==> config.mk <==
export PLATFORM = sky130hd
export DESIGN_NAME = uartCore
export DESIGN_NICKNAME = d
export VERILOG_FILES = /design/src/design/uartPkg.sv /design/src/design/byteFifoIf.sv /design/src/design/uartCore.sv /design/src/design/wbUartRegs.sv /design/src/design/byteFifo.sv /design/src/design/uartTransmitter.sv /design/src/design/uartReceiver.sv /design/src/design/baudTickGen.sv
export VERILOG_INCLUDE_DIRS = /design/src /design/src/include
export SDC_FILE = /design/constraint.sdc
export NUM_CORES = 1
export LEC_CHECK = 0
export BUFFER_PORTS_ARGS = -buffer_cell sky130_fd_sc_hd__buf_2
export CORE_MARGIN = 2
export CORE_UTILIZATION = 50
export CTS_BUF_LIST = sky130_fd_sc_hd__clkbuf_2
export DETAILED_ROUTE_END_ITERATION = 12
export PLACE_DENSITY = 0.65
export SLEW_MARGIN = 10
export SYNTH_ARGS = -nofsm -noshare
export SYNTH_HDL_FRONTEND = slang
export SYNTH_HIERARCHICAL = 1
export SYNTH_SLANG_ARGS = --single-unit
==> constraint.sdc <==
create_clock -name clk -period 5.65 [get_ports clk]
set_input_delay 1.13 -clock clk [delete_from_list [all_inputs] [get_ports clk]]
set_output_delay 1.13 -clock clk [all_outputs]
set_load 0.02 [all_outputs]
==> src/include/uart_settings.svh <==
`ifndef UART_SETTINGS_SVH
`define UART_SETTINGS_SVH

// ##########################################################################
// frame and buffer sizes
// ##########################################################################

`define UART_DATA_WIDTH 8 // bits per character
`define UART_FIFO_DEPTH 8 // power of two

// ##########################################################################
// bus side
// ##########################################################################

`define UART_WB_WIDTH      16
`define UART_RESET_DIVISOR 4 // clk per oversampling tick

`endif
==> src/design/uartPkg.sv <==
`default_nettype none

`include "uart_settings.svh"

package uartPkg;

    typedef logic [`UART_DATA_WIDTH-1:0] uartByte;

    // receiver FSM
    typedef enum logic [1:0] {
        rxsIdle        = 2'd0,
        rxsStart       = 2'd1,
        rxsDataReceive = 2'd2,
        rxsStop        = 2'd3
    } rxState;

    // transmitter FSM
    typedef enum logic [1:0] {
        txsIdle     = 2'd0,
        txsStart    = 2'd1,
        txsDataSend = 2'd2,
        txsStop     = 2'd3
    } txState;

    // word addresses on the bus
    typedef enum logic [1:0] {
        regData    = 2'd0,
        regStatus  = 2'd1,
        regDivisor = 2'd2,
        regUnused  = 2'd3
    } regAddr;

endpackage

`default_nettype wire

==> src/design/byteFifoIf.sv <==
`timescale 1ns/1ps
`default_nettype none

interface byteFifoIf import uartPkg::*; ();

    logic    push;
    uartByte pushData;
    logic    full;
    logic    pop;
    uartByte popData;
    logic    empty;
    logic    dropped; // push met a full FIFO

    modport writer (output push, pushData, input full, empty, dropped);

    modport reader (output pop, input popData, empty, full, dropped);

    modport store (
        input  push, pushData, pop,
        output full, popData, empty, dropped
    );

endinterface

`default_nettype wire

==> src/design/uartCore.sv <==
`timescale 1ns/1ps
`default_nettype none

`include "uart_settings.svh"

module uartCore (
    input  logic                      clk,
    input  logic                      rstN,
    input  logic                      cyc,
    input  logic                      stb,
    input  logic                      we,
    input  logic [1:0]                adr,
    input  logic [`UART_WB_WIDTH-1:0] datIn,
    input  logic                      rxd,
    output logic [`UART_WB_WIDTH-1:0] datOut,
    output logic                      ack,
    output logic                      txd
);

    logic [15:0] divisor;
    logic        baudTick;
    logic        rxIdle;
    logic        txIdle;

    byteFifoIf rxFifoBus ();
    byteFifoIf txFifoBus ();

    baudTickGen i_baudTickGen (
        .clk      (clk),
        .rstN     (rstN),
        .divisor  (divisor),
        .baudTick (baudTick)
    );

    uartReceiver i_uartReceiver (
        .clk      (clk),
        .rstN     (rstN),
        .rxd      (rxd),
        .baudTick (baudTick),
        .rxIdle   (rxIdle),
        .rxOut    (rxFifoBus.writer)
    );

    uartTransmitter i_uartTransmitter (
        .clk      (clk),
        .rstN     (rstN),
        .baudTick (baudTick),
        .txd      (txd),
        .txIdle   (txIdle),
        .txIn     (txFifoBus.reader)
    );

    byteFifo #(.depth(`UART_FIFO_DEPTH)) i_rxFifo (
        .clk  (clk),
        .rstN (rstN),
        .port (rxFifoBus.store)
    );

    byteFifo #(.depth(`UART_FIFO_DEPTH)) i_txFifo (
        .clk  (clk),
        .rstN (rstN),
        .port (txFifoBus.store)
    );

    wbUartRegs i_wbUartRegs (
        .clk     (clk),
        .rstN    (rstN),
        .cyc     (cyc),
        .stb     (stb),
        .we      (we),
        .adr     (adr),
        .datIn   (datIn),
        .datOut  (datOut),
        .ack     (ack),
        .rxIdle  (rxIdle),
        .txIdle  (txIdle),
        .divisor (divisor),
        .rxIn    (rxFifoBus.reader),
        .txOut   (txFifoBus.writer)
    );

endmodule

`default_nettype wire

==> src/design/wbUartRegs.sv <==
`timescale 1ns/1ps
`default_nettype none

`include "uart_settings.svh"

module wbUartRegs import uartPkg::*; (
    input  logic                      clk,
    input  logic                      rstN,
    input  logic                      cyc,
    input  logic                      stb,
    input  logic                      we,
    input  logic [1:0]                adr,
    input  logic [`UART_WB_WIDTH-1:0] datIn,
    output logic [`UART_WB_WIDTH-1:0] datOut,
    output logic                      ack,
    input  logic                      rxIdle,
    input  logic                      txIdle,
    output logic [15:0]               divisor,
    byteFifoIf.reader                 rxIn,
    byteFifoIf.writer                 txOut
);

    regAddr addr;
    logic   xfer;
    logic   statusRead;
    logic   overrun;
    logic   txAllIdle;

    assign addr = regAddr'(adr);
    assign xfer = ack && cyc && stb; // side effects only here

    assign statusRead = xfer && !we && (addr == regStatus);
    assign txAllIdle  = txOut.empty && txIdle;

    assign txOut.push     = xfer && we && (addr == regData);
    assign txOut.pushData = datIn[`UART_DATA_WIDTH-1:0];
    assign rxIn.pop       = xfer && !we && (addr == regData) && !rxIn.empty;

    // ##########################################################################
    // handshake and registers
    // ##########################################################################

    always_ff @(posedge clk) begin
        if (!rstN) begin
            ack     <= 1'b0;
            overrun <= 1'b0;
            divisor <= 16'(`UART_RESET_DIVISOR);
        end
        else begin
            ack <= cyc && stb && !ack; // single-cycle, gap between transfers
            if (statusRead) begin
                overrun <= 1'b0;
            end
            if (rxIn.dropped) begin
                overrun <= 1'b1; // set wins over the clear
            end
            if (xfer && we && (addr == regDivisor)) begin
                divisor <= (datIn == '0) ? 16'd1 : datIn[15:0]; // never zero
            end
        end
    end

    // ##########################################################################
    // read mux
    // ##########################################################################

    always_comb begin
        datOut = '0;
        case (addr)
            regData: begin
                if (!rxIn.empty) begin
                    datOut[`UART_DATA_WIDTH-1:0] = rxIn.popData;
                end
            end
            regStatus: begin
                datOut[0] = !rxIn.empty; // rxAvailable
                datOut[1] = rxIn.full;
                datOut[2] = txOut.full;
                datOut[3] = txAllIdle;
                datOut[4] = overrun;
                datOut[5] = rxIdle;
            end
            regDivisor: datOut[15:0] = divisor;
            default:    datOut = '0;
        endcase
    end

endmodule

`default_nettype wire

==> src/design/byteFifo.sv <==
`timescale 1ns/1ps
`default_nettype none

`include "uart_settings.svh"

module byteFifo import uartPkg::*; #(
    parameter int depth = `UART_FIFO_DEPTH
) (
    input  logic     clk,
    input  logic     rstN,
    byteFifoIf.store port
);

    localparam int ptrWidth = $clog2(depth);
    localparam int cntWidth = $clog2(depth + 1);

    uartByte             mem [depth];
    logic [ptrWidth-1:0] rdPtr, wrPtr;
    logic [cntWidth-1:0] count;
    logic                doPush, doPop;

    assign port.full    = (count == cntWidth'(depth));
    assign port.empty   = (count == '0);
    assign port.popData = mem[rdPtr]; // show-ahead head
    assign port.dropped = port.push && port.full;

    assign doPush = port.push && !port.full;
    assign doPop  = port.pop && !port.empty;

    always_ff @(posedge clk) begin
        if (!rstN) begin
            rdPtr <= '0;
            wrPtr <= '0;
            count <= '0;
        end
        else begin
            if (doPush) begin
                wrPtr <= wrPtr + ptrWidth'(1); // wraps, depth is 2**n
            end
            if (doPop) begin
                rdPtr <= rdPtr + ptrWidth'(1);
            end
            if (doPush && !doPop) begin
                count <= count + cntWidth'(1);
            end
            else if (doPop && !doPush) begin
                count <= count - cntWidth'(1);
            end
        end
    end

    always_ff @(posedge clk) begin
        if (doPush) begin
            mem[wrPtr] <= port.pushData;
        end
    end

endmodule

`default_nettype wire

==> src/design/uartTransmitter.sv <==
`timescale 1ns/1ps
`default_nettype none

`include "uart_settings.svh"

module uartTransmitter import uartPkg::*; (
    input  logic      clk,
    input  logic      rstN,
    input  logic      baudTick,
    output logic      txd,
    output logic      txIdle,
    byteFifoIf.reader txIn
);

    localparam int countWidth = $clog2(`UART_DATA_WIDTH);

    txState                currentState, nextState;
    logic [countWidth-1:0] currentCount, nextCount;
    logic [3:0]            currentTick, nextTick;
    uartByte               currentShift, nextShift;
    logic                  nextTxd;

    assign txIn.pop = (currentState == txsIdle) && !txIn.empty;
    assign txIdle   = (currentState == txsIdle);

    always_ff @(posedge clk) begin
        if (!rstN) begin
            currentState <= txsIdle;
            currentCount <= '0;
            currentTick  <= 4'd0;
            txd          <= 1'b1; // line idles high
        end
        else begin
            currentState <= nextState;
            currentCount <= nextCount;
            currentTick  <= nextTick;
            txd          <= nextTxd;
        end
    end

    always_ff @(posedge clk) begin
        currentShift <= nextShift;
    end

    always_comb begin
        nextState = currentState;
        nextCount = currentCount;
        nextTick  = currentTick;
        nextShift = currentShift;

        case (currentState)
            txsIdle: begin
                if (txIn.pop) begin
                    nextShift = txIn.popData;
                    nextTick  = 4'd0; // bit timing starts at the pop
                    nextCount = '0;
                    nextState = txsStart;
                end
            end

            txsStart: begin
                if (baudTick) begin
                    nextTick = currentTick + 4'd1;
                    if (currentTick == 4'd15) begin
                        nextState = txsDataSend;
                    end
                end
            end

            txsDataSend: begin
                if (baudTick) begin
                    nextTick = currentTick + 4'd1;
                    if (currentTick == 4'd15) begin
                        nextShift = currentShift >> 1;
                        nextCount = currentCount + countWidth'(1);
                        if (currentCount == countWidth'(`UART_DATA_WIDTH - 1)) begin
                            nextState = txsStop;
                        end
                    end
                end
            end

            txsStop: begin
                if (baudTick) begin
                    nextTick = currentTick + 4'd1;
                    if (currentTick == 4'd15) begin
                        nextState = txsIdle;
                    end
                end
            end

            default: nextState = txsIdle;
        endcase

        // line level follows the state being entered
        case (nextState)
            txsStart:    nextTxd = 1'b0;
            txsDataSend: nextTxd = nextShift[0];
            default:     nextTxd = 1'b1;
        endcase
    end

endmodule

`default_nettype wire

==> src/design/uartReceiver.sv <==
`timescale 1ns/1ps
`default_nettype none

`include "uart_settings.svh"

module uartReceiver import uartPkg::*; (
    input  logic      clk,
    input  logic      rstN,
    input  logic      rxd,
    input  logic      baudTick,
    output logic      rxIdle,
    byteFifoIf.writer rxOut
);

    localparam int countWidth = $clog2(`UART_DATA_WIDTH);

    rxState                currentState, nextState;
    logic [countWidth-1:0] currentCount, nextCount;
    logic [3:0]            currentTick, nextTick;
    uartByte               currentData, nextData;
    logic                  rxdMeta, rxdSync;

    // two-flop synchroniser, idles high
    always_ff @(posedge clk) begin
        if (!rstN) begin
            rxdMeta <= 1'b1;
            rxdSync <= 1'b1;
        end
        else begin
            rxdMeta <= rxd;
            rxdSync <= rxdMeta;
        end
    end

    always_ff @(posedge clk) begin
        if (!rstN) begin
            currentState <= rxsIdle;
            currentCount <= '0;
            currentTick  <= 4'd0;
        end
        else begin
            currentState <= nextState;
            currentCount <= nextCount;
            currentTick  <= nextTick;
        end
    end

    always_ff @(posedge clk) begin
        currentData <= nextData;
    end

    always_comb begin
        nextState = currentState;
        nextCount = currentCount;
        nextTick  = currentTick;
        nextData  = currentData;

        case (currentState)
            rxsIdle: begin
                nextTick  = 4'd0;
                nextCount = '0;
                if (!rxdSync) begin
                    nextState = rxsStart;
                end
            end

            rxsStart: begin
                if (baudTick) begin
                    nextTick = currentTick + 4'd1;
                    if (currentTick == 4'd7) begin // middle of start bit
                        if (!rxdSync) begin
                            nextState = rxsDataReceive;
                            nextCount = '0;
                            nextTick  = 4'd0;
                        end
                        else begin
                            nextState = rxsIdle; // glitch
                        end
                    end
                end
            end

            rxsDataReceive: begin
                if (baudTick) begin
                    nextTick = currentTick + 4'd1;
                    if (currentTick == 4'd15) begin
                        nextData  = {rxdSync, currentData[`UART_DATA_WIDTH-1:1]}; // lsb first
                        nextCount = currentCount + countWidth'(1);
                        if (currentCount == countWidth'(`UART_DATA_WIDTH - 1)) begin
                            nextState = rxsStop;
                        end
                    end
                end
            end

            rxsStop: begin
                if (baudTick) begin
                    nextTick = currentTick + 4'd1;
                    if (currentTick == 4'd15) begin
                        nextState = rxsIdle;
                    end
                end
            end

            default: nextState = rxsIdle;
        endcase
    end

    assign rxOut.push     = (currentState == rxsStop) && (nextState == rxsIdle);
    assign rxOut.pushData = currentData;
    assign rxIdle         = (currentState == rxsIdle);

endmodule

`default_nettype wire

==> src/design/baudTickGen.sv <==
`timescale 1ns/1ps
`default_nettype none

module baudTickGen (
    input  logic        clk,
    input  logic        rstN,
    input  logic [15:0] divisor,
    output logic        baudTick
);

    logic [15:0] count;

    assign baudTick = (count == 16'd0); // one clk per reload

    always_ff @(posedge clk) begin
        if (!rstN) begin
            count <= 16'd0;
        end
        else if (baudTick) begin
            count <= divisor - 16'd1; // new divisor picked up here
        end
        else begin
            count <= count - 16'd1;
        end
    end

endmodule

`default_nettype wire

# Yosys cells after proc, flatten, opt, wreduce, memory -nomap -nowiden
# Memories as Yosys holds them, arrays and structs flattened. A register that Yosys moved wholly into a read port is not among the register bits.
# Cells that the tools add are included.
classes:
  add_sub_neg: 14
  eq_ne: 27
  n_mux: 62
  n_reduce_logical: 53
op_table:
  columns: ["op", "count"]
  rows:
  - ["$mux 4", 10]
  - ["$mux 8", 5]
  - ["$mux 3", 12]
  - ["$mux 2", 17]
  - ["$logic_not 16->1", 2]
  - ["$mux 16", 2]
  - ["$sub 16x1->16 const B", 2]
  - ["$logic_and 1x1->1", 23]
  - ["$add 3x1->3 const B", 6]
  - ["$pmux 6 s3", 1]
  - ["$add 4x1->4 const B", 4]
  - ["$eq 4x4->1 const B", 4]
  - ["$pmux 2 s4", 2]
  - ["$pmux 8 s2", 1]
  - ["$eq 2x2->1 const B", 6]
  - ["$pmux 4 s3", 1]
  - ["$logic_not 1->1", 10]
  - ["$ne 2x1->1 const B", 5]
  - ["$ne 2x2->1 const B", 5]
  - ["$pmux 3 s3", 1]
  - ["$eq 2x1->1 const B", 4]
  - ["$logic_not 2->1", 4]
  - ["$logic_not 4->1", 2]
  - ["$pmux 4 s2", 1]
  - ["15 further kinds", 26]
word_totals:
  register_bits: 91
  ram_bits: 128
  in_bits: 24
  out_inout_bits: 18
  word_cells: 180
  n_memories: 2
mem_list:
  columns: ["memory", "words", "word_bits", "rd", "rd_ports_with_merged_regs", "write_ports", "line_no", "text"]
  rows:
  - ["i_rxFifo.mem", 8, 8, 1, 1, 1, "byteFifo.sv:17", "uartByte mem [depth];"]
  - ["i_txFifo.mem", 8, 8, 1, 1, 1, "byteFifo.sv:17", null]

# Longest topological paths before layout
# Gate-level depths: netlist (run 1).
logic_depth:
  word_depth: 12
  depth_mapped: 20
  mapped_depth_nobuf: 14

# Modules after synthesis
# The synthesis (run 1) kept the hierarchy.
by_module_without_submodules:
  columns: ["module", "instances", "cells_per_inst", "area_each_um2", "seq_area_each_um2"]
  rows:
  - ["byteFifo", 2, 167, 3094.2, 2182.1]
  - ["baudTickGen", 1, 138, 1093.5, 320.3]
  - ["wbUartRegs", 1, 135, 1012.2, 360.3]
  - ["uartTransmitter", 1, 87, 885.8, 430.4]
  - ["uartReceiver", 1, 80, 845.8, 460.4]

# Worst setup path before layout (run 1)
# OpenSTA, ideal clock, no wires.
synth_path:
  path_kind: "reg-to-reg"
  startpoint: "register i_baudTickGen.count[1]"
  endpoint: "register i_rxFifo.count[3]"
  arrival_ns: 3.870
  t_required_ns: 5.578
  setup_slack_ns: 1.709
  stages_incl_launch_ff: 20
  path_buffers: 5
  cell_sequence: "dfxtp_1 or4_1 or4_1 buf_6 clkinv_4 buf_8 buf_4 buf_2 and3_2 nand3_1 nor2_1 and2_1 buf_6 ha_1 inv_1 ha_1 a21oi_1 a211oi_1 a31oi_1 mux2i_1"
synth_between:
  elab_chain_len: 9
  word_cells_on_any_way: 13
  classes_between: "mux (5); reduce/logical (8)"
synth_rtl:
  columns: ["item", "line_no", "text"]
  rows:
  - ["start: declaration", "baudTickGen.sv:11", "logic [15:0] count;"]
  - ["start signal: assignment", "baudTickGen.sv:20", "count <= divisor - 16'd1;"]
  - ["start signal: assignment", "baudTickGen.sv:23", "count <= count - 16'd1;"]
  - ["$logic_not 16->1 *", "baudTickGen.sv:13", "assign baudTick = (count == 16'd0);"]
  - ["net baudTick", "uartCore.sv:21", "logic baudTick;"]
  - ["$mux 2 (on tied branches)", "uartReceiver.sv:97, uartReceiver.sv:68, uartReceiver.sv:84", null]
  - ["$pmux 2 s4 *", "uartReceiver.sv:58", "case (currentState)"]
  - ["$logic_not 2->1 *", "uartReceiver.sv:109", "assign rxOut.push = (currentState == rxsStop) && (nextState == rxsIdle);"]
  - ["$logic_and 1x1->1 *", "uartReceiver.sv:109", null]
  - ["net rxFifoBus.push", "byteFifoIf.sv:6", "logic push;"]
  - ["$logic_and 1x1->1 *", "byteFifo.sv:27", "assign doPush = port.push && !port.full;"]
  - ["net i_rxFifo.doPush", "byteFifo.sv:20", "logic doPush, doPop;"]
  - ["$logic_not 1->1", "byteFifo.sv:46", "else if (doPop && !doPush) begin"]
  - ["$logic_and 1x1->1", "byteFifo.sv:46", null]
  - ["$reduce_bool 2->1 (no source line)", null, null]
  - ["end signal: assignment", "byteFifo.sv:44", "count <= count + cntWidth'(1);"]
  - ["end signal: assignment", "byteFifo.sv:47", "count <= count - cntWidth'(1);"]
  - ["end: declaration", "byteFifo.sv:19", "logic [cntWidth-1:0] count;"]
# Mark *: on every way through the listed nets, which the timed path passes. The rest lies on a longest branch.
# A chain may end at the register's enable or synchronous reset.

==> results.cfg, run 1 <==
[yosys]
synth_fp_nets = 816
synth_warnings = 6
avgSynthCellArea_um2 = 13.0
syn_inst = 773
netlist_area_um2 = 10000

[final_layout]
final_util_pct = 55.4
multiInputGateArea_um2 = 3720
drive_above_1_share_pct = 23.2
fillers = 1668
synthToLayoutAreaGrowth_pct = 8.29
final_nets = 872
seqCellArea_um2 = 5940

[clock_tree]
cts_made_buffers = 56
ctsResizeCount = 0
numClockSinks = 225
htreeDepth = 2
cts_root_buf = clkbuf_2
tritoncts = built
postCtsSetupBuffers = 0
clk_latency_ns = 0.84
clk_pin_slew_ns = 0.10
max-clock-path-buffers = 3
cts_hold_buffers = 0

[hold_path]
min_from = i_uartReceiver/rxdMeta
hp-class = register to register
holdPathStages = 1
hold_path_end = i_uartReceiver/rxdSync

[drt]
drt_pass1_iterations = 5
drc = 0
first_iter_violations = 592
wire_per_inst_um = 18.7
wirelength_um = 21300
ant_nets = 0
viasPerCell = 5.74
via_count = 6555

[placed_design]
io_buffer_count = 41
dpl.hpwl_um = 14300
pre_cts_slack_ns = 1.37
globalplace.congestion = 0.917

[power]
vdd_drop_max_mv = 0.177
total_power_uw = 3500
p_per_area_nw_per_um2 = 322
leakagePower_uw = 0.00377

[critical_path]
r2r_cells = 9
critical_path_required_ns = 4.52
path_buf_inv = 1
crit_chain = mux4_2, mux2_2, nor3b_1, a21oi_1, o21ai_0, buf_2
cp_data_arrival_time_ns = 3.38
path_max_fanout = 16
cpPeakStageDelay_ns = 1.03
slowest_stage = dfxtp_1
r2r_setup_slack_ns = 1.28
r2r-start = i_baudTickGen/count[1]
cp_top_family = flip-flops
criticalPathCategory = register to output port
critPathLaunchType = register
r2r-end = i_rxFifo/mem[1][6]
cp-end-kind = output port

[floorplanning]
die_h_um = 146
die_w_um = 146
io_pins = 42
initial_core_util_pct = 51.1
die_area_um2 = 21200
rows = 51
core_area_um2 = 19600

[sta]
finalCriticalPeriod_ns = 4.51
slew_viol_final = 0
setup_slack_ns = 1.14
relSlewSlack_pct = 16.4
rsz0062_at_grt = no
fin_skew_ns = 0.0782
max_slew.worst_pin.slew_ns = 1.24
setup_viol = 0
tns_ns = 0
clock.fmax_mhz = 222
hold_viol_final = 0
post-route-period-util_pct = 79.7

[status]
status = finished clean

[global_routing]
grt_antenna_before_repair = 1
grt_pass1_wl_um = 34200
grt-ovfl-total = 0
grtUsageTotal_pct = 20.2
grt_max_degree = 49
first_global_vias = 6547

[job]
drv_cap = 0
per-stage QoR:
| stage | area, um2 | cells | hold WS [ns] |
|---|---|---|---|
| 2_1_floorplan | 10000 | 773 | 0.386 |
| 3_3_place_gp | 10300 | 1036 | 0.401 |
| 3_5_place_dp | 10300 | 1036 | 0.436 |
| 4_1_cts | 10800 | 1139 | 0.447 |
| 5_1_grt | 10800 | 1140 | 0.449 |
| 6_report | 10900 | 1141 | 0.462 |
worst max-delay path by stage:
stage	startpoint	to	slack (ns)	cells past startpoint
floorplan	i_baudTickGen/count[1]	i_rxFifo/count[3]	1.71	19
global placement	i_baudTickGen/count[1]	i_rxFifo/mem[1][3]	1.48	9
detailed placement	i_baudTickGen/count[1]	i_rxFifo/mem[1][3]	1.37	9
CTS	register	datOut[4]	0.98	6
global route	register	datOut[4]	0.89	6
finish	register	datOut[4]	1.14	6
registers in the layout, summed over array words and instances (netlist names), 2 cells and up, named ones only:
| register | count |
|---|---|
| i_rxFifo/mem | 64 |
| i_txFifo/wrPtr | 3 |
| i_uartReceiver/currentState | 2 |
| i_baudTickGen/count | 16 |
| i_rxFifo/wrPtr | 3 |
| i_wbUartRegs/divisor | 16 |
| i_txFifo/count | 4 |
| i_uartTransmitter/currentCount | 3 |
| i_rxFifo/count | 4 |
| i_uartTransmitter/currentShift | 8 |
| i_rxFifo/rdPtr | 3 |
| i_txFifo/rdPtr | 3 |
| i_uartReceiver/currentTick | 4 |
| i_uartReceiver/currentCount | 3 |
| i_uartTransmitter/currentTick | 4 |
| i_txFifo/mem | 64 |
| i_uartTransmitter/currentState | 2 |
| i_uartReceiver/rxOut.pushData | 8 |
routing by layer:
metal / global-route usage (%) / up-vias / routed length (um)
li1: - / 3094 / -
met1: 26.3 / 3264 / 9320
met2: 34.3 / 168 / 10700
met3: 3.70 / 29 / 979
met4: 6.62 / 0 / 313
met5: 0 / - / 0
cell type report:
class                      count  area share, %
sequential                   225           54.7
multi-input combinational    484           34.3
clock buffer                  77           3.55
tap                          265           3.06
timing repair buffer          46           2.24
clock inverter                26           1.49
inverter                      16          0.600
antenna                        2         0.0461
report_power, final:
part	switching, uW	internal (uW)	total [uW]
logic	323	225	548
clock network	641	469	1110
registers	54.3	1780	1840
total	1020	2480	3500
placed cells by master (no fill, tap or decap), types with 8 or more instances in the layout:
master,instances
edfxtp_1,143
dfxtp_1,82
clkbuf_2,77
a21oi_1,46
nor2_1,46
buf_2,41
o21ai_0,37
nand2_1,32
nand3_1,32
mux4_2,32
nor3_1,28
and2_1,27
clkinv_1,22
mux2_2,17
ha_1,17
nand2b_1,15
inv_1,13
mux2i_1,12
nor2b_1,12
xnor2_1,11
nor4_1,11
or4_1,8
No activity file was read; power rests on OpenSTA's default activity.
==> run 2: changes to the inputs <==
==> constraint.sdc (replaced) <==
create_clock -name clk -period 4.7 [get_ports clk]
set_input_delay 0.94 -clock clk [delete_from_list [all_inputs] [get_ports clk]]
set_output_delay 0.94 -clock clk [all_outputs]
set_load 0.02 [all_outputs]
==> run 2 against run 1 <==
Critical path type unchanged. First-iteration DRC count decreased by 13%. Non-clock buffer count increased by 8. Sequential power increased by 20%. Critical path depth unchanged. Combinational power increased by 19%. Final area increased by 0.20%. Global-route usage increased by 0.45 points. Critical endpoint is now datOut[3]. Clock skew increased by 0.0012 ns.
==> results.cfg, run 2 (synthesis gave the netlist of run 1 again) <==
[placed_design]
placed_area_um2 = 10400
pre_cts_slack_ns = 0.908
globalplace.congestion = 0.889
io_buffer_count = 41
dpl.hpwl_um = 14400

[sta]
relSlewSlack_pct = 32.9
setup_slack_ns = 0.492
clock.fmax_mhz = 238
finalCriticalPeriod_ns = 4.21
post-route-period-util_pct = 89.5
hold_viol_final = 0
rsz0062_at_grt = no
tns_ns = 0
setup_viol = 0
max_slew.worst_pin.slew_ns = 1.00
slew_viol_final = 0
fin_skew_ns = 0.0794

[critical_path]
path_max_fanout = 12
path_buf_inv = 2
criticalPathCategory = register to output port
crit_chain = buf_4, mux4_2, mux2_2, a22oi_1, o21ai_0, buf_2
critical_path_required_ns = 3.76
cp_top_family = flip-flops
slowest_stage = dfxtp_1
cp_data_arrival_time_ns = 3.27
cpPeakStageDelay_ns = 0.88
cp-end-kind = output port
critPathLaunchType = register

[final_layout]
fin_area_um2 = 10900
final_util_pct = 55.5
layout_commonest_cell = edfxtp_1
top_regs = i_rxFifo/mem x64, i_txFifo/mem x64
drive_above_1_share_pct = 25.7
synthToLayoutAreaGrowth_pct = 8.50
fillers = 1662
final_nets = 880
final_cell_mix = 143 x edfxtp_1, 92 x clkbuf_2, 82 x dfxtp_1
multiInputGateArea_um2 = 3720
seqCellArea_um2 = 5940

[drt]
wire_per_inst_um = 18.5
viasPerCell = 5.72
via_count = 6556
wirelength_um = 21300
drt_pass1_iterations = 5
drc = 0
ant_nets = 0
first_iter_violations = 513

[global_routing]
grt_pass1_wl_um = 34800
grt-ovfl-total = 0
grt_max_degree = 49
grt_antenna_before_repair = 1
first_global_vias = 6671
grtUsageTotal_pct = 20.6

[hold_path]
hp-class = primary input to register

[floorplanning]
core_area_um2 = 19600
die_area_um2 = 21200
initial_core_util_pct = 51.1
io_pins = 42
die_h_um = 146
rows = 51
die_w_um = 146

[power]
p_clk_share_pct = 30.7
p_comb_share_pct = 15.8
vdd_drop_max_mv = 0.214
netSwitchingFraction_pct = 29.0
total_power_uw = 4130
p_per_area_nw_per_um2 = 380
leakagePower_uw = 0.00383
p_seq_share_pct = 53.5
p_sw_uw = 1200
internal_power_uw = 2930

[clock_tree]
htreeDepth = 2
tritoncts = built
clk_latency_ns = 0.83
max-clock-path-buffers = 3
numClockSinks = 225
ctsResizeCount = 0
cts_made_buffers = 56
postCtsSetupBuffers = 0
cts_root_buf = clkbuf_2
clk_pin_slew_ns = 0.10
cts_hold_buffers = 0

[job]
drv_cap = 0

[status]
status = finished clean
-- run 2: changes by cell type in the layout (fill, tap and decap cells not counted) --
cell / change
clkinv_1: -16
clkbuf_2: +15
buf_4: +8
bufinv_16: -2
clkinv_2: +2
clkinv_4: -1
clkinvlp_4: +1
diode_2: -1
-- run 2: final cells by class --
| class | count | share of cell area, % |
|---|---|---|
| Antenna cell | 1 | 0.0230 |
| Clock buffer | 92 | 4.24 |
| Clock inverter | 10 | 0.460 |
| Inverter | 16 | 0.598 |
| Multi-Input combinational cell | 484 | 34.3 |
| Sequential cell | 225 | 54.6 |
| Tap cell | 265 | 3.05 |
| Timing Repair Buffer | 54 | 2.79 |
-- run 2: metal layers --
layer	track usage (%)	part of all wire, %
met5	0	0
met1	26.9	43
met3	4.42	5.5
met2	34.2	49
met4	7.50	2.0
-- run 2: path summary, 6_finish.rpt --
kind                           startpoint                endpoint  cells past startpoint  slack [ns]
setup reg to reg  i_baudTickGen/count[11]       i_rxFifo/count[3]                     14        0.85
setup / recovery                 register               datOut[3]                      6        0.49
hold / removal                        rxd  i_uartReceiver/rxdMeta                      2        0.32
hold reg to reg    i_uartReceiver/rxdMeta  i_uartReceiver/rxdSync                      1        0.43
-- run 2: power groups by stage --
stage	Combinational, uW	Clock (uW)	Sequential, uW
3_3_place_gp	632	0	2250
4_1_cts	648	1320	2210
6_report	653	1270	2210
3_5_place_dp	643	0	2250
2_1_floorplan	553	0	2230
5_1_grt	731	1420	2220
-- run 2: stage by stage --
| stage | hold slack [ns] | instances |
|---|---|---|
| 2_1_floorplan | 0.386 | 773 |
| 3_3_place_gp | 0.395 | 1044 |
| 3_5_place_dp | 0.393 | 1044 |
| 4_1_cts | 0.210 | 1146 |
| 5_1_grt | 0.202 | 1147 |
| 6_report | 0.318 | 1147 |
